### src/rtl/lar_settings.svh
`ifndef LAR_SETTINGS_SVH
`define LAR_SETTINGS_SVH

// number of load-address registers
`define LAR_COUNT 8

// must cover LAR_COUNT entries
`define LAR_INDEX_W 3

// one LAR data word, also one RAM word
`define DATA_W 64

// data RAM size in words
`define RAM_DEPTH 256

// word address width, must cover RAM_DEPTH
`define RAM_ADDR_W 8

`endif

### src/rtl/lar_pkg.sv
`include "lar_settings.svh"

package lar_pkg;

	typedef logic [`LAR_INDEX_W-1:0] lar_index_t;
	typedef logic [`DATA_W-1:0] data_word_t;
	typedef logic [`RAM_ADDR_W-1:0] mem_addr_t;

	// 0 alu, 1 no write, 2 load, 3 store
	typedef logic [1:0] instr_group_t;

	// bit 0 selects signed, bits 2:1 give the size
	// stores in group 3 use the same codes
	typedef enum logic [3:0]
	{
		LdU8 = 4'd0,
		LdS8 = 4'd1,
		LdU16 = 4'd2,
		LdS16 = 4'd3,
		LdU32 = 4'd4,
		LdS32 = 4'd5,
		LdU64 = 4'd6,
		LdS64 = 4'd7,
		LdF16 = 4'd8
	} ldst_op_t;

	typedef enum logic [1:0]
	{
		WriteOnlyData = 2'd0,
		WriteLd = 2'd1,
		WriteSt = 2'd2
	} write_type_t;

	typedef enum logic [1:0]
	{
		DataUnsgnInt = 2'd0,
		DataSgnInt = 2'd1,
		DataBFloat16 = 2'd2
	} data_type_t;

	typedef enum logic [1:0]
	{
		Sz8 = 2'd0,
		Sz16 = 2'd1,
		Sz32 = 2'd2,
		Sz64 = 2'd3
	} int_size_t;

	typedef enum logic
	{
		StRegular = 1'b0,
		StWaitValid = 1'b1
	} wb_state_t;

endpackage

### src/rtl/wb_stage.sv
module wb_stage
(
	input logic clk,
	input logic reset,
	input lar_pkg::instr_group_t group,
	input lar_pkg::ldst_op_t oper,
	input lar_pkg::lar_index_t ra_index,
	input lar_pkg::data_word_t computed_data,
	input lar_pkg::mem_addr_t ldst_addr,
	input logic wr_valid,
	output logic stall,
	output logic wr_req,
	output lar_pkg::write_type_t wr_write_type,
	output lar_pkg::lar_index_t wr_index,
	output lar_pkg::data_word_t wr_data,
	output lar_pkg::mem_addr_t wr_ldst_addr,
	output lar_pkg::data_type_t wr_data_type,
	output lar_pkg::int_size_t wr_int_size
);

	lar_pkg::wb_state_t state;
	lar_pkg::wb_state_t next_state;
	logic is_ldst;
	lar_pkg::data_type_t dec_type;
	lar_pkg::int_size_t dec_size;

	// groups 2 and 3 go through memory
	assign is_ldst = (group == 2'd2) || (group == 2'd3);

	always_comb
	begin
		case (state)
			lar_pkg::StRegular:
				next_state = is_ldst ? lar_pkg::StWaitValid : lar_pkg::StRegular;
			lar_pkg::StWaitValid:
				next_state = wr_valid ? lar_pkg::StRegular : lar_pkg::StWaitValid;
			default:
				next_state = lar_pkg::StRegular;
		endcase
	end

	// front of the pipe holds while a transaction is in flight
	assign stall = (next_state == lar_pkg::StWaitValid);

	// loads and stores share one encoding, so one decode serves both
	always_comb
	begin
		if (oper == lar_pkg::LdF16)
		begin
			dec_type = lar_pkg::DataBFloat16;
			// bfloat16 is always a 16-bit value
			dec_size = lar_pkg::Sz16;
		end
		else
		begin
			dec_type = oper[0] ? lar_pkg::DataSgnInt : lar_pkg::DataUnsgnInt;
			dec_size = lar_pkg::int_size_t'(oper[2:1]);
		end
	end

	always_ff @(posedge clk)
	begin
		if (reset)
		begin
			state <= lar_pkg::StRegular;
			wr_req <= 1'b0;
		end
		else
		begin
			state <= next_state;
			// one request per instruction, none while waiting
			wr_req <= (state == lar_pkg::StRegular) && (group != 2'd1);
		end
	end

	// request payload, sampled alongside wr_req
	always_ff @(posedge clk)
	begin
		if (state == lar_pkg::StRegular)
		begin
			case (group)
				2'd0: wr_write_type <= lar_pkg::WriteOnlyData;
				2'd2: wr_write_type <= lar_pkg::WriteLd;
				2'd3: wr_write_type <= lar_pkg::WriteSt;
				default: wr_write_type <= wr_write_type;
			endcase
			wr_index <= ra_index;
			wr_data <= computed_data;
			wr_ldst_addr <= ldst_addr;
			wr_data_type <= dec_type;
			wr_int_size <= dec_size;
		end
	end

endmodule

### config.mk
export PLATFORM = sky130hd
export DESIGN_NAME = wb_stage
export DESIGN_NICKNAME = d
export VERILOG_FILES = /design/src/rtl/lar_pkg.sv /design/src/rtl/wb_stage.sv
export VERILOG_INCLUDE_DIRS = /design/src /design/src/rtl
export SDC_FILE = /design/constraint.sdc
export NUM_CORES = 1
export LEC_CHECK = 0
export BUFFER_PORTS_ARGS = -buffer_cell sky130_fd_sc_hd__clkbuf_2
export CORE_MARGIN = 3
export CORE_UTILIZATION = 41
export CTS_CLUSTER_DIAMETER = 100
export DETAILED_ROUTE_END_ITERATION = 12
export HOLD_SLACK_MARGIN = 0.06
export PLACE_DENSITY = 0.78
export SLEW_MARGIN = 5
export SYNTH_ARGS = -nofsm -noshare
export SYNTH_HDL_FRONTEND = slang
export SYNTH_SLANG_ARGS = --single-unit
### constraint.sdc
create_clock -name clk -period 3 [get_ports clk]
set_input_delay 0.6 -clock clk [delete_from_list [all_inputs] [get_ports clk]]
set_output_delay 0.6 -clock clk [all_outputs]
set_load 0.01 [all_outputs]
Yosys cells after proc, flatten, opt, wreduce, memory -nomap -nowiden. Index checks and enable logic that the tools add are counted.

Register bits after elaboration: 83. Bits of input ports: 84. Word-level logic and storage cells: 23.

Equal/unequal tests: 4. Muxes and demuxes: 5. Bitwise operators: 1. Reductions and logical operators: 5.

Operator list (number): 2-bit one-hot mux with 3 select lines (1); 2-bit == test, second input constant (2); 4-bit == test, second input constant (1); 1-bit two-way mux (3); 3-bit nonzero test (1); 2-bit zero test (1); 2-bit by 1-bit inequality test with 1-bit output, second input constant (1); 1-bit one-hot mux with 2 select lines (1); 2-bit AND reduction (1); 1-bit logical AND (1); 1-bit logical OR (1); 1-bit NOT (1).

Depth between registers and ports, before layout.
Depth after elaboration: 4. Depth in mapped cells: 2. Gate-level depth less buffers: 2.

Worst setup path before layout. OpenSTA, ideal clock, no wires.

Path type: reg-to-reg. From: reg state. To: reg wr_data[0], enable pin. Setup time: 0.433 ns. Arrival: 1.899 ns. Data required time: 2.567 ns. Path slack: 0.669 ns. Stages on the path, launching flop included: 2. Path buffers: 0. Cells stage by stage: dfxtp_1 -> inv_1.

RTL lines: start: declaration (RTL line wb_stage.sv:21) `lar_pkg::wb_state_t state;`; start signal: assignment (RTL line wb_stage.sv:65) `state <= lar_pkg::StRegular;`; start signal: assignment (RTL line wb_stage.sv:70) `state <= next_state;`; end signal: assignment (RTL line wb_stage.sv:88) `wr_data <= computed_data;`; end: declaration (RTL line wb_stage.sv:15) `output lar_pkg::data_word_t wr_data,`.

No word-level cell between the ends.

Worst setup path after layout.
From: reg state. To: out stall.

Cells in the longest elaborated chain, start to end: 2.

RTL lines: 1-bit NOT; 1-bit one-hot mux with 2 select lines (*) (RTL line wb_stage.sv:32) `case (state)`; end: declaration (RTL line wb_stage.sv:11) `output logic stall,`.

Mark *: on every way between the ends. The rest lies on a longest branch, timed or not.

==> reports/metrics.yaml <==
run_status: "finished clean"
final_core_util: 0.625
tritoncts_buffers: 9
period_share: 0.583
clock-root-buffer: "sky130_fd_sc_hd__clkbuf_8"
grt_antenna_before_repair: 0
netlist_instances: 97
relSlewSlack: 0.466
dp_hpwl_um: 4200
p_leak_uw: 0.00169
remaining_drc_errors: 0
cts_repair_resize_count: 0
grt_first_pass_wirelength_um: 8080
route.antenna.remaining_nets: 0
cts.clk_slew.worst_paths_ns: 0.08
grt_use_total: 0.154
setup-tns-final_ns: 0
non_filler_instances: 353
setup_viol: 0
fin_skew_ns: 0.00556
finalHoldViolations: 0
yosys_register_bits: 83
gp_congestion: 0.839
numPortBuffers: 166
via_count: 1567
grt_pass1_vias: 1695
worstSkewPairLatency_ns: 0.33
final.min_clock_period_ns: 1.75
dieWidth_um: 85.0
startpoint_type: "register"
synth-warning-count: 0
num_io_pins: 167
routed_wirelength_um: 5320
via_per_inst: 4.44
worst-path-max-fanout: 6
worstRegToRegCells: 2
htree_levels: 3
cts_tree: "built"
final-max-slew-violation-count: 0
crit_type: "reg -> out"
die_area_um2: 7230
placed_cell_area_um2: 3500
hold_class: "in -> reg"
coreArea_um2: 5990
syn_to_final_growth_pct: 46.3
distinct_cells_synth: 13
worst-slew-pin-transition_ns: 0.800
critical_path.endpoint_type: "primary output"
max_freq_mhz: 572
power.density_cell_area_nw_per_um2: 691
cp_data_arrival_time_ns: 1.15
grt_setup_unrepaired: "false"
synthesis.area_per_instance_um2: 26.4
hold_depth: 1
globalRoute.totalOverflow: 0
syn-cell-area_um2: 2560
antenna-diode-count: 0
vdd_drop_max_mv: 0.425
final_nets: 357
post-cts-setup-buffers: 0
mapped_nets: 181
post_drt_wl_per_cell_um: 15.1
drive_gt1_frac: 0.676
r2r_slack_ns: 1.35
post_cts_hold_buffer_count: 0
cts_num_sinks: 83
floorplan.initialDensity: 0.427
required_worst_endpoint_ns: 2.40
proportion_of_synthesized_chip_area_in_sequential_cells: 0.966
maxCapViolations: 0
drtIter0Drc: 23
finish.instance_area_um2: 3750
drtPass1Iterations: 4
cts-root-to-sink-buffers: 2
cell_count_after_placement: 337
fp.dieH_um: 85.0
floorplan.rows: 28
maximum_number_of_pins_on_one_net_before_global_route_repair: 41
registers in the layout, summed over array words and instances (netlist names):
register,cells
wr_index,3
state,1
wr_int_size,2
wr_req,1
wr_data_type,2
wr_data,64
wr_ldst_addr,8
wr_write_type,2
worst paths after layout:
kind	startpoint	end
hold / removal	computed_data[33]	wr_data[33]$_DFFE_PN_
hold reg to reg	state$_SDFF_PP0_	wr_req$_SDFF_PP0_
setup / recovery	state$_SDFF_PP0_	stall
setup reg to reg	state$_SDFF_PP0_	wr_data_type[0]$_SDFFCE_PN0N_
worst max-delay path, cell delays in order (launching register included):
cell	delay, ns
sky130_fd_sc_hd__dfxtp_1	0.47
sky130_fd_sc_hd__nor2_2	0.08
sky130_fd_sc_hd__a21oi_1	0.12
sky130_fd_sc_hd__clkbuf_2	0.15
cells by family (layout without fill, tap and decap cells):
| group | count (synthesis) | count (layout) | share of synthesized area |
|---|---|---|---|
| AOI/OAI and AO/OA | 5 | 5 | 0.0147 |
| buffers and inverters | 4 | 185 | 0.00586 |
| and+or+nand+nor | 5 | 5 | 0.0137 |
| DFF | 83 | 83 | 0.966 |
cells in the final DEF (no fill, tap or decap):
cell type	instances
sky130_fd_sc_hd__bufinv_16	3
sky130_fd_sc_hd__a211oi_2	1
sky130_fd_sc_hd__nor2_1	2
sky130_fd_sc_hd__edfxtp_1	81
sky130_fd_sc_hd__a21o_1	1
sky130_fd_sc_hd__nor2_2	1
sky130_fd_sc_hd__dfxtp_1	2
sky130_fd_sc_hd__inv_2	2
sky130_fd_sc_hd__clkbuf_2	166
sky130_fd_sc_hd__a21oi_1	2
sky130_fd_sc_hd__clkbuf_8	10
sky130_fd_sc_hd__a211oi_1	1
sky130_fd_sc_hd__nor4b_2	1
sky130_fd_sc_hd__clkinv_2	1
sky130_fd_sc_hd__inv_6	1
sky130_fd_sc_hd__and2_1	1
sky130_fd_sc_hd__buf_12	1
sky130_fd_sc_hd__clkinvlp_4	1
power breakdown:
| group | leakage (uW) | switching [uW] | total (uW) | internal (uW) |
|---|---|---|---|---|
| clock | 0.000123 | 374 | 951 | 577 |
| combinational | 0.000730 | 131 | 232 | 101 |
| sequential | 0.000840 | 24.4 | 1400 | 1380 |
| total | 0.00169 | 530 | 2590 | 2060 |
cell type report:
| type | instances | area, um^2 |
|---|---|---|
| sequential | 83 | 2470 |
| fill | 438 | 2240 |
| timing repair buffer | 167 | 851 |
| clock buffer | 10 | 138 |
| clock inverter | 6 | 111 |
| tap | 75 | 93.8 |
| multi-input combinational | 10 | 72.6 |
| inverter | 2 | 7.51 |
cells in the mapped netlist:
master                      n  area (um^2)
sky130_fd_sc_hd__inv_1      1         3.75
sky130_fd_sc_hd__inv_2      1         3.75
sky130_fd_sc_hd__and2_1     1         6.26
sky130_fd_sc_hd__a211oi_1   1         7.51
sky130_fd_sc_hd__dfxtp_1    2         40.0
sky130_fd_sc_hd__edfxtp_1  81         2430
sky130_fd_sc_hd__a21oi_1    2         10.0
sky130_fd_sc_hd__nor4b_2    1         15.0
sky130_fd_sc_hd__a211oi_2   1         12.5
sky130_fd_sc_hd__clkbuf_1   2         7.51
sky130_fd_sc_hd__nor2_1     2         7.51
sky130_fd_sc_hd__a21o_1     1         7.51
sky130_fd_sc_hd__nor2_2     1         6.26
per-layer routing:
metal	GRT usage	share of wire	up-vias
li1	-	-	733
met1	0.156	0.32	728
met2	0.246	0.52	102
met3	0.0971	0.15	4
met4	0.0777	0.010	0
met5	0	0	-
through the flow:
stage	setup WS (ns)	power (uW)	hold WS (ns)
final	1.25	2590	0.432
after global routing	1.17	2700	0.401
after floorplan	0.669	1510	0.511
after CTS	1.23	2620	0.409
after detailed placement	1.33	1670	0.600
after global placement	1.36	1660	0.553
No activity file was read; power rests on OpenSTA's default activity.
